$ cat config.mk
export PLATFORM = sky130hd
export DESIGN_NAME = status_mux
export DESIGN_NICKNAME = d
export VERILOG_FILES = /design/src/verilog/outrun_cfg_pkg.sv /design/src/verilog/status_mux.sv
export VERILOG_INCLUDE_DIRS = /design/src /design/src/verilog
export SDC_FILE = /design/constraint.sdc
export NUM_CORES = 1
export LEC_CHECK = 0
export BUFFER_PORTS_ARGS = -buffer_cell sky130_fd_sc_hd__buf_4
export CAP_MARGIN = 20
export CORE_AREA = 2 2 39 41
export DETAILED_ROUTE_END_ITERATION = 10
export DIE_AREA = 0 0 41 43
export GPL_ROUTABILITY_DRIVEN = 0
export HOLD_SLACK_MARGIN = 0.15
export PLACE_DENSITY = 0.67
export RECOVER_POWER = 100
export SYNTH_ARGS = -nofsm -noshare
export SYNTH_HDL_FRONTEND = slang
export SYNTH_SLANG_ARGS = --single-unit
$ cat constraint.sdc
create_clock -name clk -period 1.2 [get_ports clk]
set_clock_uncertainty 0.05 [all_clocks]
set_input_delay 0.24 -clock clk [delete_from_list [all_inputs] [get_ports clk]]
set_output_delay 0.24 -clock clk [all_outputs]
set_load 0.01 [all_outputs]
$ cat src/verilog/outrun_cfg_defs.svh
// Outrun configuration block, shared sizes
// Address widths of the download stream, the ROM and key tables and
// the status port, plus the base of the key region

`ifndef OUTRUN_CFG_DEFS_SVH
`define OUTRUN_CFG_DEFS_SVH

// Download byte address width
`define PROG_AW 22

// ROM word address, also the key table index
`define ROM_AW 13

// Key region start, 8 KB long
// ROM region is the first 16 KB of the stream
`define KEY_BASE 22'h100000

// Status select width, top two bits pick the page
`define ST_AW 8

`endif

$ cat src/verilog/outrun_cfg_pkg.sv
// Outrun configuration package
// Download region tags, decoder configuration and table payload types

`default_nettype none

package outrun_cfg_pkg;

    // Where a download byte goes
    typedef enum logic [1:0] {
        DL_NONE   = 2'd0,
        DL_HEADER = 2'd1,
        DL_KEY    = 2'd2,
        DL_ROM    = 2'd3
    } dl_region_t;

    // Decoder setup from the header
    // Top-down order matches status page 0
    typedef struct packed {
        logic [1:0] game_id;
        logic       fd1094_en;
        logic       fd1089_en;
        logic       dec_type;
    } dec_cfg_t;

    // Program ROM word
    typedef logic [15:0] rom_word_t;

    // One byte of the decryption key
    typedef logic [7:0] key_byte_t;

endpackage

`default_nettype wire

$ cat src/verilog/status_mux.sv
// Status readback
// Registered byte chosen by the top two status address bits:
// configuration, game id, ROM word count or fetch count

`timescale 1ns/1ps
`default_nettype none

`include "outrun_cfg_defs.svh"

module status_mux
    import outrun_cfg_pkg::*;
(
    input  wire logic              clk,
    input  wire logic              arst_n,
    input  wire logic [`ST_AW-1:0] st_addr,
    input  wire dec_cfg_t          cfg,
    input  wire logic [7:0]        rom_words,
    input  wire logic [7:0]        fetch_count,
    output logic [7:0]             st_dout
);

    logic [1:0] page;

    assign page = st_addr[`ST_AW-1:`ST_AW-2];

    always_ff @(posedge clk or negedge arst_n) begin
        if (!arst_n) begin
            st_dout <= 8'd0;
        end else begin
            case (page)
                // game_id, fd1094, fd1089, dec_type
                2'd0: st_dout <= {3'b000, cfg};
                2'd1: st_dout <= {6'd0, cfg.game_id};
                2'd2: st_dout <= rom_words;
                default: st_dout <= fetch_count;
            endcase
        end
    end

endmodule

`default_nettype wire

==> results.tsv <==
metric	value	unit
most common cell after layout, fill and taps aside	buf_4	
Clk pwr share	30.0	%
Sum Neg Setup Slack	0	ps
Final Power	0.000628	W
CTS tree	done	
Mapped Cells	25	
Reg with most FFs	st_dout	
final slew viol count	0	
crit path max fanout	7	
Worst Path Required	1280	ps
Final Non-Filler Cells	76	
Core Region	0.00138	mm²
RSZ-0062 raised after global routing	false	
worst endpoint data arrival time	1160	ps
P_int	0.000492	W
DRC	0	
vias in the first global route	308	
crit path cell chain	clkbuf_1 > mux2_1 > a22o_1	
Syn Nets	56	
Rows	14	
max-cap viol count	0	
FF+latch count, synth	8	
drt first-iter violations	3	
Nets	93	
slowest CP cell	mux2_1	
WL final	840	µm
sw frac	21.6	%
initial antenna violation count	0	
Resize count post-CTS	0	
Max Buffers Root-to-Sink	2	
post-route ant nets	0	
Seq/Total Area, Yosys	53.2	%
CTS buffer count	3	
Synth area leader	dfrtp_1	
max reg flops	8	
routed len/inst	11.1	µm
share of layout cells above drive strength 1	45.0	%
Synth cell types	10	
first-pass GRT wire length	1170	µm
combinational power share	22.7	%
placed cell count	72	
Max VDD drop	0.358	mV
GR Overflow Total	0	
CTS clk-pin slew, worst paths	50	ps
mapped cell area	377	µm²
final setup fails	0	
status	completed	
H-tree levels	1	
Die Ht	43	µm
dpl ws	113	ps
Clock Tree Root	clkbuf_4	
Chip Width	41	µm
worst min-delay path class	primary input to register	
power density over the cells	1020	mW/mm²
Die Area	0.00176	mm²
I/O pin cnt	39	
post-route setup slack	120	ps
First-pass DRT Iterations	4	
largest net degree at the start of global routing	10	
post-synthesis average cell area	15.1	µm²
Worst setup SP type	primary input	
area delta synth->final	63.8	%
via count	330	
Synth warnings	0	
synth top area cells	dfrtp_1, mux4_2, mux2i_1	
CP peak stage delay	380	ps
Worst Setup End Kind	register	
biggest regs	st_dout: 8 flops	
register share of total power	47.3	%
WS Path Type	primary input to register	
Worst-Margin Slew	404	ps
Leakage	0.299	nW
minimum clock period	1080	ps
Port-buffer cells	32	
vias per inst	4.34	
Clock Sinks	8	
FMAX	926	MHz
Final Hold Violating Endpoints	0	
Relative slew margins	73.1	%
GRT Resource Usage Total	10.1	%
Synth top area share	53.2	%
initial core utilization	27.2	%
commonest cells after routing, fill and taps aside	buf_4, clkbuf_1, dfrtp_1	
ANT cells	0	
Final period util	90.0	%
NetSw	0.000135	W
-- per-layer routing --
layer	vias to the layer above	track usage, %	routed length (µm)
li1	163	-	-
met1	148	10.4	319
met2	17	15.9	439
met3	2	0.524	73
met4	0	10.7	8
met5	-	0	0
-- power by group through the flow --
stage               sequential [W]  combinational (W)  clock, W
floorplan                 0.000314          0.0000517         0
global placement          0.000302           0.000164         0
detailed placement        0.000302           0.000165         0
CTS                       0.000298           0.000168  0.000195
global route              0.000298           0.000156  0.000210
finish                    0.000297           0.000142  0.000188
-- worst max-delay path, delay by kind of cell --
family          cells  cell delay (ps)
buf+inv             1              320
compound gates      1              230
mux                 1              380
-- synth_stat cells --
cell type  instances
dfrtp_1            8
nor2b_1            3
buf_6              1
mux2i_1            3
a22o_1             3
mux2_4             1
mux2_1             2
clkbuf_1           1
nor2_1             1
mux4_2             2
-- per-stage QoR --
step / hold slack [ps] / cell area (µm²) / utilization, %
finish: 174 / 617 / 44.6
global route: 176 / 617 / 44.6
CTS: 167 / 662 / 47.8
detailed placement: 8.89 / 629 / 45.5
global placement: 6.45 / 629 / 45.5
floorplan: -106 / 377 / -
-- what timing repair did --
item | in CTS | in global routing
setup buffers | 0 | 0
endpoints found under the hold margin | 8 | 0
hold buffers | 1 | 0
-- cell type report --
cell class / instances / area (µm²)
Timing Repair Buffer: 34 / 216
Sequential cell: 8 / 200
Fill cell: 132 / 767
Multi-Input combinational cell: 15 / 158
Clock buffer: 3 / 22.5
Tap cell: 16 / 20.0
-- worst paths after layout --
check                           start    endpoint  cells after the start
max                        st_addr[6]  st_dout[3]                      3
min                            cfg[3]  st_dout[3]                      2
max in group asynchronous      arst_n  st_dout[4]                      2
min in group asynchronous      arst_n  st_dout[2]                      2
-- cells by family after synthesis --
family,after synthesis,synth area share [%]
compound gates,3,6.98
buf+inv,2,3.99
flops,8,53.2
mux,8,29.9
simple gates,4,5.98
Note: power is estimated with default switching activity, not from simulation.
