### config.mk
export PLATFORM = sky130hd
export DESIGN_NAME = rom_fetch_dec
export DESIGN_NICKNAME = d
export VERILOG_FILES = /design/src/verilog/outrun_cfg_pkg.sv /design/src/verilog/rom_fetch_dec.sv
export VERILOG_INCLUDE_DIRS = /design/src /design/src/verilog
export SDC_FILE = /design/constraint.sdc
export NUM_CORES = 1
export LEC_CHECK = 0
export ABC_AREA = 0
export BUFFER_PORTS_ARGS = -buffer_cell sky130_fd_sc_hd__buf_2
export CORE_MARGIN = 1.5
export CORE_UTILIZATION = 47
export CTS_CLUSTER_SIZE = 14
export DETAILED_ROUTE_END_ITERATION = 8
export GPL_TIMING_DRIVEN = 0
export PLACE_DENSITY = 0.84
export SETUP_SLACK_MARGIN = 0.15
export SLEW_MARGIN = 10
export SYNTH_ARGS = -nofsm -noshare
export SYNTH_HDL_FRONTEND = slang
export SYNTH_SLANG_ARGS = --single-unit
### constraint.sdc
create_clock -name clk -period 4.05 [get_ports clk]
set_input_delay 0 -clock clk [delete_from_list [all_inputs] [get_ports clk]]
set_output_delay 0 -clock clk [all_outputs]
set_load 0.005 [all_outputs]
### src/verilog/outrun_cfg_defs.svh
// Outrun configuration block, shared sizes
// Address widths of the download stream, the ROM and key tables and
// the status port, plus the base of the key region

`ifndef OUTRUN_CFG_DEFS_SVH
`define OUTRUN_CFG_DEFS_SVH

// Download byte address width
`define PROG_AW 22

// ROM word address, also the key table index
`define ROM_AW 13

// Key region start, 8 KB long
// ROM region is the first 16 KB of the stream
`define KEY_BASE 22'h100000

// Status select width, top two bits pick the page
`define ST_AW 8

`endif

### src/verilog/outrun_cfg_pkg.sv
// Outrun configuration package
// Download region tags, decoder configuration and table payload types

`default_nettype none

package outrun_cfg_pkg;

    // Where a download byte goes
    typedef enum logic [1:0] {
        DL_NONE   = 2'd0,
        DL_HEADER = 2'd1,
        DL_KEY    = 2'd2,
        DL_ROM    = 2'd3
    } dl_region_t;

    // Decoder setup from the header
    // Top-down order matches status page 0
    typedef struct packed {
        logic [1:0] game_id;
        logic       fd1094_en;
        logic       fd1089_en;
        logic       dec_type;
    } dec_cfg_t;

    // Program ROM word
    typedef logic [15:0] rom_word_t;

    // One byte of the decryption key
    typedef logic [7:0] key_byte_t;

endpackage

`default_nettype wire

### src/verilog/rom_fetch_dec.sv
// Program ROM fetch and decrypt
// Read-only Wishbone classic slave for the main CPU. A request reads
// the ROM word and its key byte, applies the decoder rule and
// acknowledges two cycles later

`timescale 1ns/1ps
`default_nettype none

`include "outrun_cfg_defs.svh"

module rom_fetch_dec
    import outrun_cfg_pkg::*;
(
    input  wire logic              clk,
    input  wire logic              arst_n,
    input  wire logic              wb_cyc,
    input  wire logic              wb_stb,
    input  wire logic [`ROM_AW-1:0] wb_adr,
    input  wire dec_cfg_t          cfg,
    output logic [`ROM_AW-1:0]     rom_raddr,
    output logic [`ROM_AW-1:0]     key_raddr,
    input  wire rom_word_t         rom_rdata,
    input  wire key_byte_t         key_rdata,
    output rom_word_t              wb_dat_o,
    output logic                   wb_ack,
    output logic [7:0]             fetch_count
);

    logic               req;
    logic               launch;
    logic               s1_vld;
    logic               s2_vld;
    logic [`ROM_AW-1:0] adr_q;
    logic               dec_en;
    rom_word_t          key_mask;
    rom_word_t          dec_word;

    assign req = wb_cyc && wb_stb;

    // One fetch in flight at a time
    assign launch = req && !wb_ack && !s1_vld && !s2_vld;

    // Same word address for both tables
    assign rom_raddr = adr_q;
    assign key_raddr = adr_q;

    assign dec_en   = cfg.fd1089_en | cfg.fd1094_en;
    // Type 1 inverts the key in the low byte
    assign key_mask = cfg.dec_type ? {key_rdata, ~key_rdata} : {key_rdata, key_rdata};
    assign dec_word = dec_en ? (rom_rdata ^ key_mask) : rom_rdata;

    always_ff @(posedge clk or negedge arst_n) begin
        if (!arst_n) begin
            s1_vld      <= 1'b0;
            s2_vld      <= 1'b0;
            wb_ack      <= 1'b0;
            fetch_count <= 8'd0;
        end else begin
            s1_vld <= launch;
            s2_vld <= s1_vld;
            if (s2_vld && req) begin
                wb_ack      <= 1'b1;
                fetch_count <= fetch_count + 8'd1;
            end else if (!req) begin
                // Held while the master keeps stb up
                wb_ack <= 1'b0;
            end
        end
    end

    always_ff @(posedge clk) begin
        if (launch) begin
            adr_q <= wb_adr;
        end
        if (s2_vld) begin
            wb_dat_o <= dec_word;
        end
    end

endmodule

`default_nettype wire

==> impl_metrics.toml <==
[outcome]
status = "finished clean"

[global_route]
grt_pass1_vias = 1233
grt_use_met3_pct = 4.401
met1_usage_pct = 22.01
antenna_found_initial = 0
grt_pass1_wl_um = 5575
overflow = 0
grt_max_degree = 23
busiest_layer = "met2"
gr-usage-met2_pct = 30.08
grt_use_total_pct = 17.73

[synth]
yosysWarningCount = 0
ys_seq_elements = 40
synth_nets = 170
ys_types = 18
synth_area_leader_cell = "edfxtp_1"
ys_top_cells_by_area = "edfxtp_1 (50%), dfrtp_1 (16%), xnor2_1 (9.0%)"
synthesis.area_um2 = 1755
synth_top_area_share_pct = 49.61
syn-instance-count = 123
avgSynthCellArea_um2 = 14.27
yosysSeqAreaShare_pct = 65.29

[clock_network]
clock_sinks = 40
clk_latency_ns = 0.28
cts-root-buf = "clkbuf_8"
cts_htree_levels = 2
cts_tree = "yes"
clkTransAtPathRegs_ns = 0.08
cts_setup_buffers = 0
cts_buffers = 5
cts-resized-gates = 0
cts_buffer_depth = 2

[detailed_routing]
ant_nets = 0
num_vias = 1261
remaining_drc_errors = 0
routed_via_density = 4.289
dr.pass1.iters = 4
first_iter_violations = 30
wirelength_um = 3418
wl_per_cell_um = 11.63

[layout]
num_antenna_cells = 0
final_area_um2 = 2618
drive_above_1_share_pct = 53.25
fillCellCount = 274
finalNetCount = 292
area_growth_pct = 49.11
final_util_pct = 72.04

[placement]
post-place-ws_ns = 2.029
dpl.hpwl_um = 2477
portBuffers = 93
gp_congestion = 0.7929
placedInstanceArea_um2 = 2292

[power]
pwr-share-comb_pct = 16.1
power.density_nw_per_um2 = 376.9
ir_drop_uv = 210.0
switching_power_w = 0.0002270
power.leakage_nw = 1.219
p_sw_share_pct = 23.01
p_seq_share_pct = 51.3
p_int_w = 0.0007595
p_clk_share_pct = 32.5

[timing]
slew_viol_final = 0
fmax_ghz = 0.4999
fin_crit_ns = 2.000
setup_violations = 0
hold_ws_ns = 0.006888
fin_ws_ns = 2.050
tightest_slew_ns = 0.8290
finalSetupTns_ns = 0
timing.final.crit_share_pct = 49.39
relSlewSlack_pct = 44.73
hold_violations = 0
clock_skew_ns = 0.005219
grt_setup_unrepaired = "no"

[floorplan]
start_util_pct = 48.31
die_height_um = 64.12
core_area_um2 = 3633
die_w_um = 64.12
die-area_um2 = 4111
io_pins = 97
fp-row-count = 22

[setup_path]
start_kind = "register"
required_ns = 4.03
crit_fanout = 22
critPathKind = "reg -> reg"
cp-end-kind = "register"
r2r_cells = 2
arrival_ns = 1.98

[run]
maxCapViolations = 0

[hold_path]
hold_depth = 2
min_path_type = "in -> reg"
[critical path, cell delays in order, from the launching register on]
cell and delay, ns:
dfrtp_1 0.69, nor4_2 0.67, buf_2 0.33
[routing by layer]
layer / vias to the layer above / routed length (µm)
met5: - / 0
met4: 0 / 44
met3: 5 / 287
met2: 66 / 1633
met1: 544 / 1452
li1: 646 / -
[per-stage QoR]
stage,power (W),std cells
after floorplan,0.0005886,123
after global placement,0.0006550,264
after detailed placement,0.0006604,265
after CTS,0.0009970,294
after global routing,0.001041,294
final,0.0009866,294
[timing repair]
action,in CTS,in global routing
endpoints found under the hold margin,31,0
setup endpoints to repair,0,0
hold buffers,21,0
[layout make-up]
| class | instances | area (µm²) | area share [%] |
|---|---|---|---|
| flip-flops and latches | 40 | 1146 | 43.79 |
| clock inverters | 3 | 46.29 | 1.769 |
| multi-input cells | 67 | 479.2 | 18.31 |
| plain buffers | 16 | 136.4 | 5.210 |
| clock buffers | 5 | 68.82 | 2.629 |
| well taps | 48 | 60.06 | 2.294 |
| repair buffers | 115 | 680.7 | 26.00 |
[synth_stat cells]
cell,number
edfxtp_1,29
mux2_2,1
buf_12,1
buf_6,1
ha_1,1
xnor2_1,18
nand2_1,9
or2_1,1
nor4_1,1
nand4_1,4
dfrtp_1,11
xor2_1,13
nor3_2,1
nor2_1,5
buf_4,14
nand2_2,10
nor3_1,1
nand3_1,2
[flip-flops by register name (all words and copies together), names as in the netlist]
register and count:
wb_dat_o 16, fetch_count 8, wb_ack 1, s2_vld 1, s1_vld 1, key_raddr 13
[power by group through the flow]
stage	clock, W	sequential (W)	combinational (W)
2_1_floorplan	0	0.000517	0.0000717
3_3_place_gp	0	0.000515	0.000140
3_5_place_dp	0	0.000516	0.000144
4_1_cts	0.000329	0.000507	0.000161
5_1_grt	0.000349	0.000512	0.000179
6_report	0.000321	0.000507	0.000159
[cells by family (layout without fill, tap and decap cells)]
family | after synthesis | count (layout) | synth area share, %
xor gates and xnor gates | 31 | 31 | 15.47
adders and majority gates | 1 | 1 | 0.7126
muxes | 1 | 1 | 0.6414
buffers and inverters | 16 | 139 | 7.769
and+or+nand+nor | 34 | 34 | 10.12
DFF | 40 | 40 | 65.29
[placed cells by master (no fill, tap or decap), types with 5 or more instances in the layout]
cell type / instances
buf_2: 94
buf_4: 14
clkbuf_8: 5
dfrtp_1: 11
dlygate4sd3_1: 21
edfxtp_1: 29
nand2_1: 9
nand2_2: 10
nor2_1: 5
xnor2_1: 18
xor2_1: 13
[path summary, 6_finish.rpt]
check	start	to	slack, ns
max in group asynchronous	arst_n	fetch_count[4]	3.75
setup reg to reg	s2_vld	key_raddr[1]	2.05
setup / recovery	s2_vld	key_raddr[1]	2.05
hold / removal	rom_rdata[4]	wb_dat_o[4]	0.007
hold reg to reg	s1_vld	s2_vld	0.41
min in group asynchronous	arst_n	fetch_count[7]	0.11
Note: power is estimated with default switching activity, not from simulation.
