===== src/verilog/outrun_cfg_defs.svh =====
// Outrun configuration block, shared sizes
// Address widths of the download stream, the ROM and key tables and
// the status port, plus the base of the key region

`ifndef OUTRUN_CFG_DEFS_SVH
`define OUTRUN_CFG_DEFS_SVH

// Download byte address width
`define PROG_AW 22

// ROM word address, also the key table index
`define ROM_AW 13

// Key region start, 8 KB long
// ROM region is the first 16 KB of the stream
`define KEY_BASE 22'h100000

// Status select width, top two bits pick the page
`define ST_AW 8

`endif


===== src/verilog/outrun_cfg_pkg.sv =====
// Outrun configuration package
// Download region tags, decoder configuration and table payload types

`default_nettype none

package outrun_cfg_pkg;

    // Where a download byte goes
    typedef enum logic [1:0] {
        DL_NONE   = 2'd0,
        DL_HEADER = 2'd1,
        DL_KEY    = 2'd2,
        DL_ROM    = 2'd3
    } dl_region_t;

    // Decoder setup from the header
    // Top-down order matches status page 0
    typedef struct packed {
        logic [1:0] game_id;
        logic       fd1094_en;
        logic       fd1089_en;
        logic       dec_type;
    } dec_cfg_t;

    // Program ROM word
    typedef logic [15:0] rom_word_t;

    // One byte of the decryption key
    typedef logic [7:0] key_byte_t;

endpackage

`default_nettype wire


===== src/verilog/dl_bus_if.sv =====
// Download item bus
// One classified item per valid cycle, from the classify stage
// to the commit stage

`timescale 1ns/1ps
`default_nettype none

`include "outrun_cfg_defs.svh"

interface dl_bus_if
    import outrun_cfg_pkg::*;
();
    logic               valid;
    dl_region_t         region;
    // Byte address for key/header, word address for ROM
    logic [`PROG_AW-1:0] addr;
    // Key and header bytes sit in the low byte
    rom_word_t          data;

    modport src (output valid, region, addr, data);
    modport dst (input  valid, region, addr, data);
endinterface

`default_nettype wire


===== src/verilog/dl_commit.sv =====
// Download commit, second download stage
// Latches the decoder configuration from header bytes, turns key and
// ROM items into table writes and counts the ROM words written

`timescale 1ns/1ps
`default_nettype none

`include "outrun_cfg_defs.svh"

module dl_commit
    import outrun_cfg_pkg::*;
(
    input  wire logic               clk,
    input  wire logic               arst_n,
    dl_bus_if.dst                   dl,
    output dec_cfg_t                cfg,
    output logic                    key_we,
    output logic [`ROM_AW-1:0]      key_waddr,
    output key_byte_t               key_wdata,
    output logic                    rom_we,
    output logic [`ROM_AW-1:0]      rom_waddr,
    output rom_word_t               rom_wdata,
    output logic [7:0]              rom_words
);

    logic hdr_vld;

    assign hdr_vld = dl.valid && dl.region == DL_HEADER;

    // Table writes land on the edge after the item shows up
    assign key_we    = dl.valid && dl.region == DL_KEY;
    assign key_waddr = dl.addr[`ROM_AW-1:0];
    assign key_wdata = dl.data[7:0];

    assign rom_we    = dl.valid && dl.region == DL_ROM;
    assign rom_waddr = dl.addr[`ROM_AW-1:0];
    assign rom_wdata = dl.data;

    always_ff @(posedge clk or negedge arst_n) begin
        if (!arst_n) begin
            cfg       <= '0;
            rom_words <= 8'd0;
        end else begin
            if (hdr_vld && dl.addr == '0) begin
                cfg.dec_type  <= dl.data[0];
                cfg.fd1089_en <= dl.data[1];
                cfg.fd1094_en <= dl.data[2];
            end
            if (hdr_vld && dl.addr == `PROG_AW'd1) begin
                cfg.game_id <= dl.data[1:0];
            end
            // Wraps at 256
            if (rom_we) begin
                rom_words <= rom_words + 8'd1;
            end
        end
    end

endmodule

`default_nettype wire


===== src/flat_wrapper.sv =====
// flat-port wrapper written by rule: the top's interface ports become plain ports
module dl_commit_flat import outrun_cfg_pkg::*;
  (clk, arst_n, cfg, key_we, key_waddr, key_wdata, rom_we, rom_waddr, rom_wdata, rom_words, dl_valid, dl_region, dl_addr, dl_data);
  dl_bus_if dl_i ();
  input  wire logic clk;
  input  wire logic arst_n;
  output dec_cfg_t cfg;
  output logic key_we;
  output logic [`ROM_AW-1:0] key_waddr;
  output key_byte_t key_wdata;
  output logic rom_we;
  output logic [`ROM_AW-1:0] rom_waddr;
  output rom_word_t rom_wdata;
  output logic [7:0] rom_words;
  input wire logic [$bits(dl_i.valid)-1:0] dl_valid;
  input wire logic [$bits(dl_i.region)-1:0] dl_region;
  input wire logic [$bits(dl_i.addr)-1:0] dl_addr;
  input wire logic [$bits(dl_i.data)-1:0] dl_data;
  assign dl_i.valid = dl_valid;
  assign dl_i.region = dl_region;
  assign dl_i.addr = dl_addr;
  assign dl_i.data = dl_data;
  dl_commit u_core (.clk(clk), .arst_n(arst_n), .dl(dl_i), .cfg(cfg), .key_we(key_we), .key_waddr(key_waddr), .key_wdata(key_wdata), .rom_we(rom_we), .rom_waddr(rom_waddr), .rom_wdata(rom_wdata), .rom_words(rom_words));
endmodule

===== config.mk =====
export PLATFORM = sky130hd
export DESIGN_NAME = dl_commit_flat
export DESIGN_NICKNAME = d
export VERILOG_FILES = /design/src/verilog/outrun_cfg_pkg.sv /design/src/verilog/dl_bus_if.sv /design/src/verilog/dl_commit.sv /design/src/flat_wrapper.sv
export VERILOG_INCLUDE_DIRS = /design/src /design/src/verilog
export SDC_FILE = /design/constraint.sdc
export NUM_CORES = 1
export LEC_CHECK = 0
export BUFFER_PORTS_ARGS = -buffer_cell sky130_fd_sc_hd__buf_4
export CORE_UTILIZATION = 37
export CTS_CLUSTER_SIZE = 24
export DETAILED_ROUTE_END_ITERATION = 8
export PLACE_DENSITY_LB_ADDON = 0.1
export SLEW_MARGIN = 30
export SYNTH_ARGS = -nofsm -noshare
export SYNTH_HDL_FRONTEND = slang
export SYNTH_SLANG_ARGS = --single-unit

===== constraint.sdc =====
create_clock -name clk -period 1.85 [get_ports clk]
set_input_delay 0.0925 -clock clk [delete_from_list [all_inputs] [get_ports clk]]
set_output_delay 0.0925 -clock clk [all_outputs]
set_load 0.02 [all_outputs]

==> run metrics <==
Critical Path Sink Type flop; Core Util, Final 0.5069; Max Root-Sink Buffers 2; Reg clk slew, reported paths around 0.070 ns; First DRT Iteration DRCs 7; vias 730; Slowest-stage cell, CP dfrtp_1; Core ar. between 2000 and 3000 um^2; Final Net Count 178; CTS buffer count 3; #FFs+latches synth 13; Pleak around 0.7 nW; NetSw 363.4 uW; layout cell share with drive strength beyond 1 0.6767; Pre-Repair DR Iteration Count 4; max_cap viols 0; wire length on met1 690 um; max layer used met4; WP data arrival about 1.4 ns; Worst Max-Slew Pin Slew 0.2408 ns; GRT Residual Overflow 0; Synth Cell Area 1002 um^2; WL/cell 12.33 um; area leader, netlist buf_4; Slew Viols, Final 0; post-synthesis sequential area ratio 0.3246; die height between 50 and 60 um; crit path time final about 1.3 ns; TritonCTS clock tree done; final hold vios 0; Final ANT Viol Nets 0; hold crit path type in2reg; vias per cell ~4.5; sw frac 0.3691; Fin Setup TNS 0 ns; max_slew headroom 0.8380; HPWL Detailed 1.705 mm; Die Area 2921 um^2; site row count 18; Crit Path Max Fanout 4; post-synth cell types 18; worst vdd ir ~0.00084 V; Routed WL roughly 2.0 mm; Num Clock Sinks 13; syn nets about 150; GRT Total Usage 0.1363; YS warnings 0; Post CTS Setup Buffer Count 0; worst path required time roughly 2 ns; drt drc 0; first-pass GRT wire length approximately 2.8 mm; fmax approximately 0.79 GHz; CP bufs+invs 0; Critical Path, Cell by Cell ha_1, nand4_1, nor2_1, nand3_1, xnor2_1; GP Congestion approximately 0.66; H-tree levels 1; Fillers ~240; internal power between 600 and 700 uW; sequential share of power 0.418; Cell Pwr Density 770.0 nW/um^2; clock power share 0.171; synth top area cells buf_4 37%, dfrtp_1 32%, mux2_2 4.5%; critical path's top delay family simple AND/OR/NAND/NOR gates; WS Path Type reg2reg; vias in the first global route approximately 630; top cell type's share of synthesized area 0.3745; Met3 Wirelength around 210 um; Comb pwr share 0.411; I/O Buffers between 70 and 80; Worst-Skew Late Latency around 0.27 ns; status finished, final reports clean; final setup fails 0; Syn Area/Cell a little under 10 um^2; largest net degree at the start of global routing 14; Initial Utilization 0.3973; # diodes 0; Setup Skew between 0.0015 and 0.002 ns; Die Span X about 54 um; Tcrit/Tclk final 0.6806; antenna violations before repair 0; critical path's largest stage delay about 0.42 ns; Startpoint Class flop; met2 WL approximately 1.0 mm; Cells after Synth about 100; # IOs between 100 and 150; unrepaired setup endpoints after global routing false; Layout area overhead 27.59%; root buffer cell clkbuf_4
layer usage:
metal / global-route usage / up-vias
met2: 0.2449 / 46
met1: 0.1293 / 316
met5: 0 / -
met3: 0.04520 / 17
li1: - / 351
met4: 0.09402 / 0
final cells by class:
| type | count | area (um^2) | area share |
|---|---|---|---|
| repair buffers | 78 | 588.1 | 0.4599 |
| flip-flops and latches | 13 | 325.3 | 0.2544 |
| multi-input cells | 36 | 294.0 | 0.2299 |
| well taps | 30 | 37.54 | 0.02935 |
| clock buffers | 4 | 26.28 | 0.02055 |
| inverters | 2 | 7.507 | 0.005871 |
power groups by stage:
stage                     Sequential (mW)  Clock (mW)  Combinational [mW]
after floorplan                     0.467           0               0.230
after global placement              0.412           0               0.404
after detailed placement            0.413           0               0.410
after CTS                           0.411       0.175               0.410
after global routing                0.422       0.187               0.439
final                               0.411       0.169               0.405
repair_timing:
item	in CTS	in global routing
endpoints found under the hold margin	13	0
gates resized for setup	0	0
hold buffers	1	0
flip-flops by register name, indices dropped and copies added, names as in the netlist:
| signal | count |
|---|---|
| u_core.cfg | 5 |
| u_core.rom_words | 8 |
worst register-to-register path, delay by kind of cell, from the launching register on:
| kind | cells | cell delay [ns] |
|---|---|---|
| AND/OR/NAND/NOR | 3 | 0.43 |
| XOR/XNOR | 1 | 0.13 |
| flip-flops | 1 | 0.42 |
| adder cells (fa/ha/maj) | 1 | 0.17 |
cells by family (layout without fill, tap and decap cells):
kind of cell,Yosys count,in the layout,synth area share
multiplexers,6,6,0.07490
buffers and inverters,52,84,0.3820
flip-flops,13,13,0.3246
adder cells (fa/ha/maj),1,1,0.01248
AND/OR/NAND/NOR,22,22,0.1448
XOR/XNOR,7,7,0.06117
cell usage after synthesis:
cell       n
or3_4      1
and3_1     1
mux2_2     4
ha_1       1
nor4_1     2
xor2_1     2
nand3_1    5
buf_4     50
inv_1      2
nor2_1     3
nor4_2     3
nor3_1     1
mux2_4     2
nand2_1    3
nand4_1    2
and4bb_1   1
dfrtp_1   13
xnor2_1    5
worst paths after layout:
check,from,endpoint,slack (ns),cells past startpoint
min reg2reg,u_core.rom_words[7],u_core.rom_words[7],0.50,1
min,dl_data[2],u_core.cfg[2],0.08,2
max in group asynchronous,arst_n,u_core.rom_words[0],1.50,2
max,u_core.rom_words[0],u_core.rom_words[6],0.59,5
max reg2reg,u_core.rom_words[0],u_core.rom_words[6],0.59,5
min in group asynchronous,arst_n,u_core.cfg[2],0.19,2
through the flow:
stage                     std cells  instance area [um^2]  setup WS [ns]  power, mW  hold WS (ns)
after global routing            163                  1279         0.4245      1.048       0.07537
after detailed placement        158                  1242         0.3803     0.8230      -0.05676
after floorplan                 101                  1002         0.5469     0.6962       -0.2031
final                           163                  1279         0.5909     0.9846       0.07764
after global placement          158                  1242         0.4047     0.8159      -0.05726
after CTS                       163                  1279         0.5669     0.9953       0.06982
cell usage in the layout, fill, tap and decap left out, drive strengths merged:
cell and n:
xor2 2, dlygate4sd3 1, clkbuf 4, nor3 1, nor2 3, and3 1
nand3 5, or3 1, and4bb 1, mux2 6, nor4 5, nand2 3
dfrtp 13, xnor2 5, ha 1, nand4 2, buf 77, inv 2
(Power assumes the default switching activity.)
