$ cat config.mk
export PLATFORM = sky130hd
export DESIGN_NAME = dl_classify_flat
export DESIGN_NICKNAME = d
export VERILOG_FILES = /design/src/verilog/outrun_cfg_pkg.sv /design/src/verilog/dl_bus_if.sv /design/src/verilog/dl_classify.sv /design/src/flat_wrapper.sv
export VERILOG_INCLUDE_DIRS = /design/src /design/src/verilog
export SDC_FILE = /design/constraint.sdc
export NUM_CORES = 1
export LEC_CHECK = 0
export ABC_CLOCK_PERIOD_IN_PS = 4150
export CAP_MARGIN = 20
export CORE_UTILIZATION = 64
export CTS_CLUSTER_DIAMETER = 100
export DETAILED_ROUTE_END_ITERATION = 10
export DONT_BUFFER_PORTS = 1
export GPL_TIMING_DRIVEN = 0
export HOLD_SLACK_MARGIN = 0.08
export PLACE_DENSITY = 0.8
export SETUP_SLACK_MARGIN = 0.5
export SLEW_MARGIN = 5
export SYNTH_ARGS = -nofsm -noshare
export SYNTH_HDL_FRONTEND = slang
export SYNTH_SLANG_ARGS = --single-unit
$ cat constraint.sdc
create_clock -name clk -period 4.15 [get_ports clk]
set_clock_uncertainty 0.15 [all_clocks]
set_input_delay 0.83 -clock clk [delete_from_list [all_inputs] [get_ports clk]]
set_output_delay 0.83 -clock clk [all_outputs]
set_load 0.01 [all_outputs]
$ cat src/verilog/outrun_cfg_defs.svh
// Outrun configuration block, shared sizes
// Address widths of the download stream, the ROM and key tables and
// the status port, plus the base of the key region

`ifndef OUTRUN_CFG_DEFS_SVH
`define OUTRUN_CFG_DEFS_SVH

// Download byte address width
`define PROG_AW 22

// ROM word address, also the key table index
`define ROM_AW 13

// Key region start, 8 KB long
// ROM region is the first 16 KB of the stream
`define KEY_BASE 22'h100000

// Status select width, top two bits pick the page
`define ST_AW 8

`endif

$ cat src/verilog/outrun_cfg_pkg.sv
// Outrun configuration package
// Download region tags, decoder configuration and table payload types

`default_nettype none

package outrun_cfg_pkg;

    // Where a download byte goes
    typedef enum logic [1:0] {
        DL_NONE   = 2'd0,
        DL_HEADER = 2'd1,
        DL_KEY    = 2'd2,
        DL_ROM    = 2'd3
    } dl_region_t;

    // Decoder setup from the header
    // Top-down order matches status page 0
    typedef struct packed {
        logic [1:0] game_id;
        logic       fd1094_en;
        logic       fd1089_en;
        logic       dec_type;
    } dec_cfg_t;

    // Program ROM word
    typedef logic [15:0] rom_word_t;

    // One byte of the decryption key
    typedef logic [7:0] key_byte_t;

endpackage

`default_nettype wire

$ cat src/verilog/dl_bus_if.sv
// Download item bus
// One classified item per valid cycle, from the classify stage
// to the commit stage

`timescale 1ns/1ps
`default_nettype none

`include "outrun_cfg_defs.svh"

interface dl_bus_if
    import outrun_cfg_pkg::*;
();
    logic               valid;
    dl_region_t         region;
    // Byte address for key/header, word address for ROM
    logic [`PROG_AW-1:0] addr;
    // Key and header bytes sit in the low byte
    rom_word_t          data;

    modport src (output valid, region, addr, data);
    modport dst (input  valid, region, addr, data);
endinterface

`default_nettype wire

$ cat src/verilog/dl_classify.sv
// Download classifier, first download stage
// Tags each strobed byte as header, key or ROM and drops the rest.
// ROM bytes are paired here, so only complete 16-bit words move on

`timescale 1ns/1ps
`default_nettype none

`include "outrun_cfg_defs.svh"

module dl_classify
    import outrun_cfg_pkg::*;
(
    input  wire logic                clk,
    input  wire logic                arst_n,
    input  wire logic                prog_we,
    input  wire logic                prog_header,
    input  wire logic [`PROG_AW-1:0] prog_addr,
    input  wire logic [7:0]          prog_data,
    dl_bus_if.src                    dl
);

    localparam logic [`PROG_AW-1:0] key_base = `KEY_BASE;

    dl_region_t          region_d;
    logic [`PROG_AW-1:0] addr_d;

    // Registered byte with its region
    logic                s1_vld;
    dl_region_t          s1_region;
    logic [`PROG_AW-1:0] s1_addr;
    logic [7:0]          s1_data;

    // Even ROM byte waiting for its partner
    logic                hold_vld;
    logic [7:0]          hold_hi;
    logic [`ROM_AW-1:0]  hold_waddr;

    always_comb begin
        region_d = DL_NONE;
        addr_d   = prog_addr;
        if (prog_header) begin
            region_d = DL_HEADER;
        end else if (prog_addr[`PROG_AW-1:`ROM_AW] == key_base[`PROG_AW-1:`ROM_AW]) begin
            region_d = DL_KEY;
            addr_d   = prog_addr - key_base;
        end else if (prog_addr[`PROG_AW-1:`ROM_AW+1] == '0) begin
            region_d = DL_ROM;
        end
    end

    always_ff @(posedge clk or negedge arst_n) begin
        if (!arst_n) begin
            s1_vld   <= 1'b0;
            dl.valid <= 1'b0;
            hold_vld <= 1'b0;
        end else begin
            s1_vld   <= prog_we && (region_d != DL_NONE);
            dl.valid <= 1'b0;
            if (s1_vld) begin
                if (s1_region != DL_ROM) begin
                    dl.valid <= 1'b1;
                end else if (!s1_addr[0]) begin
                    hold_vld <= 1'b1;
                end else if (hold_vld && hold_waddr == s1_addr[`ROM_AW:1]) begin
                    // Odd byte closes the word
                    dl.valid <= 1'b1;
                    hold_vld <= 1'b0;
                end
            end
        end
    end

    always_ff @(posedge clk) begin
        s1_region <= region_d;
        s1_addr   <= addr_d;
        s1_data   <= prog_data;
        if (s1_vld && s1_region == DL_ROM && !s1_addr[0]) begin
            hold_hi    <= s1_data;
            hold_waddr <= s1_addr[`ROM_AW:1];
        end
        dl.region <= s1_region;
        if (s1_region == DL_ROM) begin
            dl.addr <= s1_addr >> 1;
            dl.data <= {hold_hi, s1_data};
        end else begin
            dl.addr <= s1_addr;
            dl.data <= {8'h00, s1_data};
        end
    end

endmodule

`default_nettype wire

$ cat src/flat_wrapper.sv
// flat-port wrapper written by rule: the top's interface ports become plain ports
module dl_classify_flat import outrun_cfg_pkg::*;
  (clk, arst_n, prog_we, prog_header, prog_addr, prog_data, dl_valid, dl_region, dl_addr, dl_data);
  dl_bus_if dl_i ();
  input  wire logic clk;
  input  wire logic arst_n;
  input  wire logic prog_we;
  input  wire logic prog_header;
  input  wire logic [`PROG_AW-1:0] prog_addr;
  input  wire logic [7:0] prog_data;
  output wire logic [$bits(dl_i.valid)-1:0] dl_valid;
  output wire logic [$bits(dl_i.region)-1:0] dl_region;
  output wire logic [$bits(dl_i.addr)-1:0] dl_addr;
  output wire logic [$bits(dl_i.data)-1:0] dl_data;
  assign dl_valid = dl_i.valid;
  assign dl_region = dl_i.region;
  assign dl_addr = dl_i.addr;
  assign dl_data = dl_i.data;
  dl_classify u_core (.clk(clk), .arst_n(arst_n), .prog_we(prog_we), .prog_header(prog_header), .prog_addr(prog_addr), .prog_data(prog_data), .dl(dl_i));
endmodule
==> results of run 1 <==
==> stage by stage <==
step	setup slack [ns]	utilization, %	hold slack (ns)	area (um^2)	total power, W
2_1_floorplan	1.323	-	0.1765	2758	0.001051
3_3_place_gp	0.5206	69.50	0.1789	2820	0.001058
3_5_place_dp	2.025	70.09	0.1862	2844	0.001062
5_1_grt	1.892	76.69	0.2110	3112	0.001840
4_1_cts	2.000	76.69	0.2029	3112	0.001802
6_report	2.035	76.69	0.2030	3112	0.001788
==> sequential cells by signal (all words and copies together) (netlist names), 2 cells and up <==
name               cells
u_core.dl.region       2
u_core.s1_data         8
u_core.hold_waddr     13
u_core.s1_addr        22
u_core.dl.data        16
u_core.hold_hi         8
u_core.dl.addr        22
u_core.s1_region       2
==> critical path, stage by stage (launching register included) <==
cell and delay, ns:
dfxtp_1 0.50, nand2_2 0.22, nor3b_2 0.51, buf_4 0.28, buf_6 0.16
==> routing by layer <==
| metal | global-route usage (%) | part of all wire, % | up-vias |
|---|---|---|---|
| met5 | 0 | 0 | - |
| met2 | 34.16 | 54 | 55 |
| li1 | - | - | 617 |
| met1 | 20.18 | 38 | 636 |
| met3 | 10.98 | 5.8 | 8 |
| met4 | 11.44 | 2.4 | 0 |
==> kinds of logic (layout without fill, tap and decap cells) <==
group	count (synthesis)	in the layout	synth area share (%)
AOI/OAI and AO/OA	9	9	2.042
xor gates and xnor gates	13	13	4.129
adders and majority gates	1	1	0.4536
buffers and inverters	5	24	1.225
DFF	96	96	77.86
muxes	21	21	8.575
and+or+nand+nor	25	25	5.717
==> power groups by stage <==
stage | combinational (W) | clock (W) | sequential, W
CTS | 0.0000258 | 0.000759 | 0.00102
global placement | 0.0000225 | 0 | 0.00104
global route | 0.0000279 | 0.000792 | 0.00102
floorplan | 0.0000203 | 0 | 0.00103
finish | 0.0000255 | 0.000746 | 0.00102
detailed placement | 0.0000241 | 0 | 0.00104
==> cell usage in the layout (no fill, tap or decap), types with 4 or more instances in the layout <==
cell	instances
clkbuf_8	9
nand4_1	4
and3_1	8
xnor2_1	13
mux2_2	21
edfxtp_1	21
dfxtp_1	72
bufinv_16	4
==> repair_timing <==
item / 4_1_cts / 5_1_grt
endpoints found under the hold margin: 3 / 0
hold buffers: 1 / 0
gates resized for setup: 0 / 0
==> worst max path at each step <==
| stage | depth (start not counted) | slack [ns] | from | to |
|---|---|---|---|---|
| floorplan | 2 | 1.32 | u_core.s1_region[0] | u_core.hold_hi[0] |
| global placement | 2 | 0.52 | u_core.s1_region[1] | u_core.hold_hi[3] |
| detailed placement | 4 | 2.02 | u_core.s1_region[0] | u_core.hold_hi[6] |
| CTS | 4 | 2.00 | u_core.s1_region[0] | u_core.hold_hi[6] |
| global route | 4 | 1.89 | u_core.s1_region[0] | u_core.hold_hi[6] |
| finish | 4 | 2.03 | u_core.s1_region[0] | u_core.hold_hi[5] |
==> final cells by class <==
| cell class | count | area, um^2 |
|---|---|---|
| clock buffer | 9 | 123.9 |
| multi-input combinational | 69 | 581.8 |
| timing repair buffer | 3 | 28.78 |
| fill | 236 | 945.9 |
| buffer | 2 | 22.52 |
| inverter | 3 | 11.26 |
| sequential | 96 | 2147 |
| tap | 50 | 62.56 |
| clock inverter | 7 | 133.9 |
==> results by group, run 1 <==
Status
  • Status: completed

Setup path
  • WS Path Type: flip-flop to flip-flop
  • Critical path endpoint category: flip-flop
  • Arrival @ worst endpoint: between 2 and 2.5 ns
  • Worst r2r dst: u_core.hold_hi[5]
  • Worst EP required: 4.06 ns
  • FF-to-FF Start: u_core.s1_region[0]
  • Critical Path Source Type: flip-flop
  • Reg2reg setup slack: 2.03 ns
  • Crit-path max FO: 10
  • R2r worst-path depth: 4

Route
  • Via density: around 5.5
  • Final antenna-violating net count: 0
  • Pre-Repair DR Iteration Count: 5
  • 1st-iter DRT viols: 60
  • DR vias: 1316
  • DRC viols: 0
  • Routed WL per cell: 18.02 um
  • DRT Wirelength: about 4.3 mm

GRT
  • First-pass GRT wire length: 6.203 mm
  • Number of global-route vias before repair: 1302
  • Total congestion overflow: 0
  • Initial antenna violation count: 0
  • Total GRT Usage: roughly 20%
  • Largest net degree at the start of global routing: 16

Placement
  • Routability cong.: about 0.85
  • Placed Instances: 222
  • Port Buf Inserts: 0
  • HPWL Detailed: between 2 and 3 mm

Die
  • # rows: 23
  • Starting density of the core: 67.96%
  • Core Footprint: 0.004058 mm^2
  • Chip height: 67.64 um
  • Die width: 67.64 um
  • I/O Pins: 75
  • Die ar.: 0.004575 mm^2

Logic synthesis
  • Synth top area cells: dfxtp_1 (52%), edfxtp_1 (23%), mux2_2 (8.6%), xnor2_1 (4.1%), dfrtp_1 (2.7%)
  • Largest area contributor in the netlist: dfxtp_1
  • Post-synth top cells: dfxtp_1 (72), edfxtp_1 (21), mux2_2 (21)
  • Yosys cell types: 23
  • Register area share after synthesis: 77.86%
  • Ys flop type: dfxtp_1
  • Cells after synthesis: 170
  • Area share of the largest cell type after synthesis: 52.27%
  • Most frequent cell after synthesis: dfxtp_1
  • #FFs+latches synth: 96
  • Yosys warning count: 0
  • Mapped Area: 0.002758 mm^2
  • Number of synthesized flops with an enable pin: 21
  • Avg Cell Area, Syn: 16.22 um^2
  • Post-synth ARST share: roughly 3.1%
  • Syn_nets: 205

Clocking
  • CTS Buf Count: 9
  • CTS Root Cell: clkbuf_8
  • Setup repair bufs after CTS: 0
  • CTS tree: built
  • Max Buffers Root-to-Sink: 2
  • CTS clk-pin slew, worst paths: 0.08 ns
  • H-Tree Depth: 3
  • Clk_lat worst skew: 0.35 ns
  • Clk sinks: 96

Timing
  • Slew Viols, Final: 0
  • Fin crit share: 50.97%
  • Final hold vios: 0
  • Worst slew margin: 65.55%
  • RSZ-0062 raised after global routing: no
  • Peak Freq: between 400 and 500 MHz
  • Post-layout min period: 2.115 ns
  • Final TNS setup: 0 ns
  • Final Setup Violations: 0
  • Worst-margin pin slew: between 0.5 and 0.6 ns

Min path
  • Hold path endpoint: u_core.dl.data[4]
  • Hold Path Class: flip-flop to flip-flop
  • Hold Path Stages: 0
  • Hold Startpoint: u_core.s1_data[4]

Flow run
  • Maxcap violations: 0

Layout
  • Fraction of layout cells with a size suffix above 1: a little under a quarter
  • Nets: 219
  • Non-Filler Instances: roughly 240
  • Area delta synth->final: 12.84%
  • Ant diodes: 0

Power and ir drop
  • Sequential Power Share: between 50 and 60%
  • Sw Share: 18.39%
  • Leak pwr: 1.216 nW
  • P_int: 0.001459 W
  • P per Cell Area: 574.5 mW/mm^2
  • Gate power share: 1.4%
  • Max VDD drop: 0.3571 mV
  • Clk pwr share: 41.7%
  • Switching pwr: 0.0003288 W
Power figures use the tool's default switching activity.
==> run 2: changes to the inputs <==
- ABC_CLOCK_PERIOD_IN_PS: 4150 -> 2100
- CORE_UTILIZATION: 64 -> 60
- PLACE_DENSITY: 0.8 -> 0.76
- clock period: 4.15 -> 2.1 ns (I/O delays scaled with it)
==> results by group, run 2 (synthesized netlist as in run 1, its figures left out) <==
Die
  • Die ar.: 0.004871 mm^2
  • Starting density of the core: 62.90%
  • I/O Pins: between 70 and 80
  • Die width: about 70 um
  • # rows: 24
  • Chip height: 69.80 um
  • Core Footprint: 0.004384 mm^2

Timing
  • Final hold vios: 0
  • Post-layout min period: ~1.6 ns
  • Final TNS setup: 0 ns
  • RSZ-0062 raised after global routing: no
  • Slew Viols, Final: 0
  • Final Setup Violations: 0
  • Worst-margin pin slew: around 0.44 ns
  • Worst slew margin: 70.72%
  • Fin crit share: 74.54%
  • Peak Freq: 638.9 MHz

Route
  • Routed WL per cell: approximately 17 um
  • 1st-iter DRT viols: 53
  • Via density: 5.222
  • DR vias: 1436
  • DRC viols: 0
  • Final antenna-violating net count: 0
  • DRT Wirelength: between 4 and 5 mm
  • Pre-Repair DR Iteration Count: 4

Layout
  • Area delta synth->final: 25.05%
  • Most frequent cells in the layout: dfxtp_1 (70), dlygate4sd3_1 (33), mux2_2 (21), edfxtp_1 (21), xnor2_1 (13)
  • Fraction of layout cells with a size suffix above 1: between 20 and 25%
  • Post-layout util: 78.65%
  • # fillers: 255
  • Nets: 253
  • Most common cell after layout, fill and taps aside: dfxtp_1
  • Leading registers by flop count: u_core.dl.addr x22, u_core.s1_addr x22, u_core.dl.data x16
  • Ant diodes: 0

GRT
  • Largest net degree at the start of global routing: 16
  • Total GRT Usage: roughly a fifth
  • Number of global-route vias before repair: 1503
  • First-pass GRT wire length: 7.376 mm
  • Initial antenna violation count: 0
  • Total congestion overflow: 0

Placement
  • HPWL Detailed: between 2 and 3 mm
  • Routability cong.: 0.7933
  • Port Buf Inserts: 0

Min path
  • Hold Path Class: input pin to flip-flop
  • Hold Startpoint: prog_addr[15]
  • Hold Path Stages: 3
  • Hold path endpoint: u_core.s1_addr[21]

Power and ir drop
  • Gate power share: 3.1%
  • Sw Share: about a fifth
  • Switching pwr: ~0.00068 W
  • P per Cell Area: approximately 960 mW/mm^2
  • Pwr Total: ~0.0033 W
  • P_int: approximately 0.0026 W
  • Max VDD drop: 0.6909 mV
  • Leak pwr: between 1 and 1.5 nW
  • Sequential Power Share: 60.5%
  • Clk pwr share: 36.4%

Clocking
  • Max Buffers Root-to-Sink: 2
  • CTS tree: built
  • CTS clk-pin slew, worst paths: 0.09 ns
  • Clk_lat worst skew: ~0.35 ns
  • H-Tree Depth: 3
  • CTS Buf Count: 9
  • CTS Root Cell: clkbuf_8
  • Clk sinks: 96

Setup path
  • Crit-path max FO: 4
  • Critical path's slowest cell: dlygate4sd3_1
  • R2r worst-path depth: 4
  • WS Path Type: input pin to flip-flop
  • Worst EP required: 2.24 ns
  • Critical path endpoint category: flip-flop
  • Critical path's largest stage delay: 0.54 ns
  • Worst r2r dst: u_core.dl.valid
  • Reg2reg setup slack: 0.67 ns
  • Arrival @ worst endpoint: 1.70 ns
  • Crit-path cells: dlygate4sd3_1 -> inv_1 -> ha_1 -> nand2_1 -> a21boi_1 -> o21a_1
  • Critical Path Source Type: input pin
  • FF-to-FF Start: u_core.hold_waddr[4]

Status
  • Status: completed

Flow run
  • Maxcap violations: 0
-- run 2: layer usage --
metal,share of wire [%],GRT usage [%]
met5,0,0
met4,1.3,9.556
met3,5.4,7.267
met2,53,34.40
met1,41,24.03
-- run 2: worst max path at each step --
stage                             start                    to  cells past startpoint
finish                    prog_addr[21]         u_core.s1_vld                      6
global route              prog_addr[21]         u_core.s1_vld                      6
CTS                 u_core.s1_region[1]     u_core.hold_hi[2]                      2
detailed placement  u_core.s1_region[1]  u_core.hold_waddr[8]                      2
global placement    u_core.s1_region[1]     u_core.hold_hi[4]                      2
floorplan           u_core.s1_region[1]     u_core.hold_hi[0]                      2
-- run 2: timing repair --
| action | in CTS | in global routing |
|---|---|---|
| pin swaps | 1 | 2 |
| gates cloned | 1 | 0 |
| endpoints found under the setup margin | 22 | 13 |
| resized for setup | 1 | 1 |
| hold buffers | 33 | 0 |
| setup buffers | 2 | 1 |
| hold endpoints to repair | 35 | 0 |
-- run 2: final cells by class --
class                      instances  area, um^2  area share (%)
multi-input combinational         70       611.8           17.74
buffer                             2       22.52          0.6531
timing repair buffer              36       377.9           10.96
clock inverter                     4       50.05           1.451
tap                               52       65.06           1.887
clock buffer                      12       155.1           4.499
sequential                        96        2155           62.48
inverter                           3       11.26          0.3266
-- run 2: worst max-delay path: cells and delay by family --
kind                       cells  cell delay (ns)
buffers and inverters          2             0.67
AOI/OAI and AO/OA              2             0.35
adders and majority gates      1             0.19
and+or+nand+nor                1             0.08
-- run 2: per-stage QoR --
stage / cells / hold WS (ns) / area (um^2) / worst slack, ns
2_1_floorplan: 170 / -0.02559 / 2781 / 0.4587
5_1_grt: 275 / 0.1154 / 3448 / 0.5055
3_3_place_gp: 222 / -0.02552 / 2846 / 0.1817
6_report: 275 / 0.1238 / 3448 / 0.5347
4_1_cts: 274 / 0.1047 / 3428 / 0.5165
3_5_place_dp: 222 / -0.02551 / 2846 / 0.1700
-- run 2: power by group through the flow --
| stage | Clock (W) | Sequential (W) | Combinational, W |
|---|---|---|---|
| after global placement | 0 | 0.00205 | 0.0000456 |
| after floorplan | 0 | 0.00204 | 0.0000408 |
| final | 0.00121 | 0.00201 | 0.000101 |
| after global routing | 0.00129 | 0.00202 | 0.000111 |
| after detailed placement | 0 | 0.00205 | 0.0000478 |
| after CTS | 0.00121 | 0.00201 | 0.0000994 |
==> run 3: changes to the inputs <==
- ABC_CLOCK_PERIOD_IN_PS: 2100 -> 1650
- clock period: 2.1 -> 1.65 ns (I/O delays scaled with it)
==> results by group, run 3 (synthesized netlist as in run 1, its figures left out) <==
Setup path
  • Reg2reg setup slack: around 0.16 ns
  • Crit path capture: u_core.dl.valid
  • Worst EP required: 1.78 ns
  • Worst r2r dst: u_core.dl.valid
  • R2r worst-path depth: 4
  • Critical path endpoint category: flip-flop
  • WS Path Type: flip-flop to flip-flop
  • Crit-path max FO: 2
  • Arrival @ worst endpoint: 1.62 ns
  • FF-to-FF Start: u_core.hold_waddr[9]
  • Critical Path Source Type: flip-flop
  • CP Launch Point: u_core.hold_waddr[9]

Clocking
  • CTS tree: built
  • CTS Buf Count: 9
  • CTS Root Cell: clkbuf_8
  • Max Buffers Root-to-Sink: 2
  • Clk_lat worst skew: 0.35 ns
  • Clk sinks: 96
  • CTS clk-pin slew, worst paths: 0.09 ns
  • H-Tree Depth: 3

Layout
  • # fillers: between 150 and 200
  • Fraction of layout cells with a size suffix above 1: 44.17%
  • Multi-input gate area: roughly 740 um^2
  • Nets: 270
  • Non-Filler Instances: 292
  • Leading registers by flop count: u_core.dl.addr x22, u_core.s1_addr x22, u_core.dl.data x16
  • Final Cell Area: 0.003829 mm^2
  • Most common cell after layout, fill and taps aside: dfxtp_2
  • Area delta synth->final: 38.84%
  • Ant diodes: 0
  • Most frequent cells in the layout: dfxtp_2 (41), dlygate4sd3_1 (32), dfxtp_1 (29)
  • Reg area: 0.002206 mm^2

Die
  • # rows: 24
  • Die width: 69.80 um
  • Core Footprint: 0.004384 mm^2
  • Die ar.: ~0.0049 mm^2
  • I/O Pins: 75
  • Chip height: 69.80 um
  • Starting density of the core: 62.90%

Route
  • DRC viols: 0
  • DR vias: approximately 1.5k
  • Via density: 5.298
  • Final antenna-violating net count: 0
  • Routed WL per cell: 17.70 um
  • 1st-iter DRT viols: 67
  • DRT Wirelength: 5.168 mm
  • Pre-Repair DR Iteration Count: 4

Timing
  • Worst setup margin: 0.1636 ns
  • RSZ-0062 raised after global routing: yes
  • Worst-margin pin slew: 0.3183 ns
  • Worst slew margin: about 79%
  • Final Setup Violations: 0
  • Final hold slack: between 0.1 and 0.15 ns
  • Final TNS setup: 0 ns
  • Post-layout min period: between 1 and 1.5 ns
  • Slew Viols, Final: 0
  • Fin crit share: 90.09%
  • Final hold vios: 0
  • Peak Freq: between 600 and 700 MHz

Power and ir drop
  • P per Cell Area: 1062 mW/mm^2
  • Leak pwr: 1.631 nW
  • P_int: 0.003200 W
  • Clk pwr share: around a third
  • Sw Share: roughly a fifth
  • Sequential Power Share: 63.2%
  • Switching pwr: ~0.00086 W
  • Gate power share: 4.1%
  • Max VDD drop: 0.8060 mV

GRT
  • Total congestion overflow: 0
  • First-pass GRT wire length: 7.603 mm
  • Total GRT Usage: 20.91%
  • Initial antenna violation count: 0
  • Number of global-route vias before repair: 1577
  • Largest net degree at the start of global routing: 17

Placement
  • HPWL Detailed: about 2.8 mm
  • Port Buf Inserts: 0
  • Routability cong.: 0.7014
  • Dpl cell area: ~0.0029 mm^2
  • Placed Instances: 222
  • Pre-CTS setup slack: -0.3048 ns

Flow run
  • Maxcap violations: 0

Min path
  • Hold Path Class: input pin to flip-flop
  • Hold Startpoint: prog_addr[14]
  • Hold Path Stages: 1

Status
  • Status: completed
[run 3: final cells by class]
cell class | count | share of cell area, %
buffer | 2 | 0.9150
clock buffer | 12 | 3.791
clock inverter | 4 | 0.7516
inverter | 3 | 0.2941
multi-input combinational | 71 | 19.41
sequential | 96 | 57.61
tap | 52 | 1.699
timing repair buffer | 52 | 15.52
[run 3: how the worst min path moves through the flow]
stage | end | slack, ns
finish | u_core.s1_addr[14] | 0.12
detailed placement | u_core.dl.valid | -0.12
floorplan | u_core.dl.valid | -0.12
CTS | u_core.s1_region[0] | 0.12
global placement | u_core.dl.valid | -0.12
global route | u_core.s1_addr[18] | 0.12
[run 3: worst max-delay path: stages, from the launching register on]
cell and delay (ns):
edfxtp_1 0.41, xnor2_2 0.16, nand4_1 0.16, nor4_4 0.34, a32o_1 0.21
[run 3: power groups by stage]
| stage | Clock (W) | Sequential (W) | Combinational [W] |
|---|---|---|---|
| CTS | 0.00135 | 0.00257 | 0.000148 |
| finish | 0.00133 | 0.00257 | 0.000168 |
| global route | 0.00144 | 0.00258 | 0.000178 |
| floorplan | 0 | 0.00259 | 0.0000601 |
| global placement | 0 | 0.00261 | 0.0000663 |
| detailed placement | 0 | 0.00261 | 0.0000698 |
[run 3: per-stage QoR]
stage	util [%]	power, W
CTS	84.16	0.004065
detailed placement	65.98	0.002680
global route	87.33	0.004196
floorplan	-	0.002651
global placement	65.98	0.002673
finish	87.33	0.004065
[run 3: routing by layer]
metal | share of wire (%) | GRT usage (%) | wire length, um
met1 | 39 | 23.54 | 2021
met2 | 55 | 36.11 | 2818
met3 | 4.8 | 6.250 | 246
met4 | 1.6 | 10.00 | 82
met5 | 0 | 0 | 0
[run 3: repair_timing]
item	CTS	global route
setup buffers	11	3
endpoints found under the hold margin	36	2
pin swaps	3	4
gates cloned	4	0
setup endpoints to repair	81	89
hold buffers	34	2
resized for setup	51	23
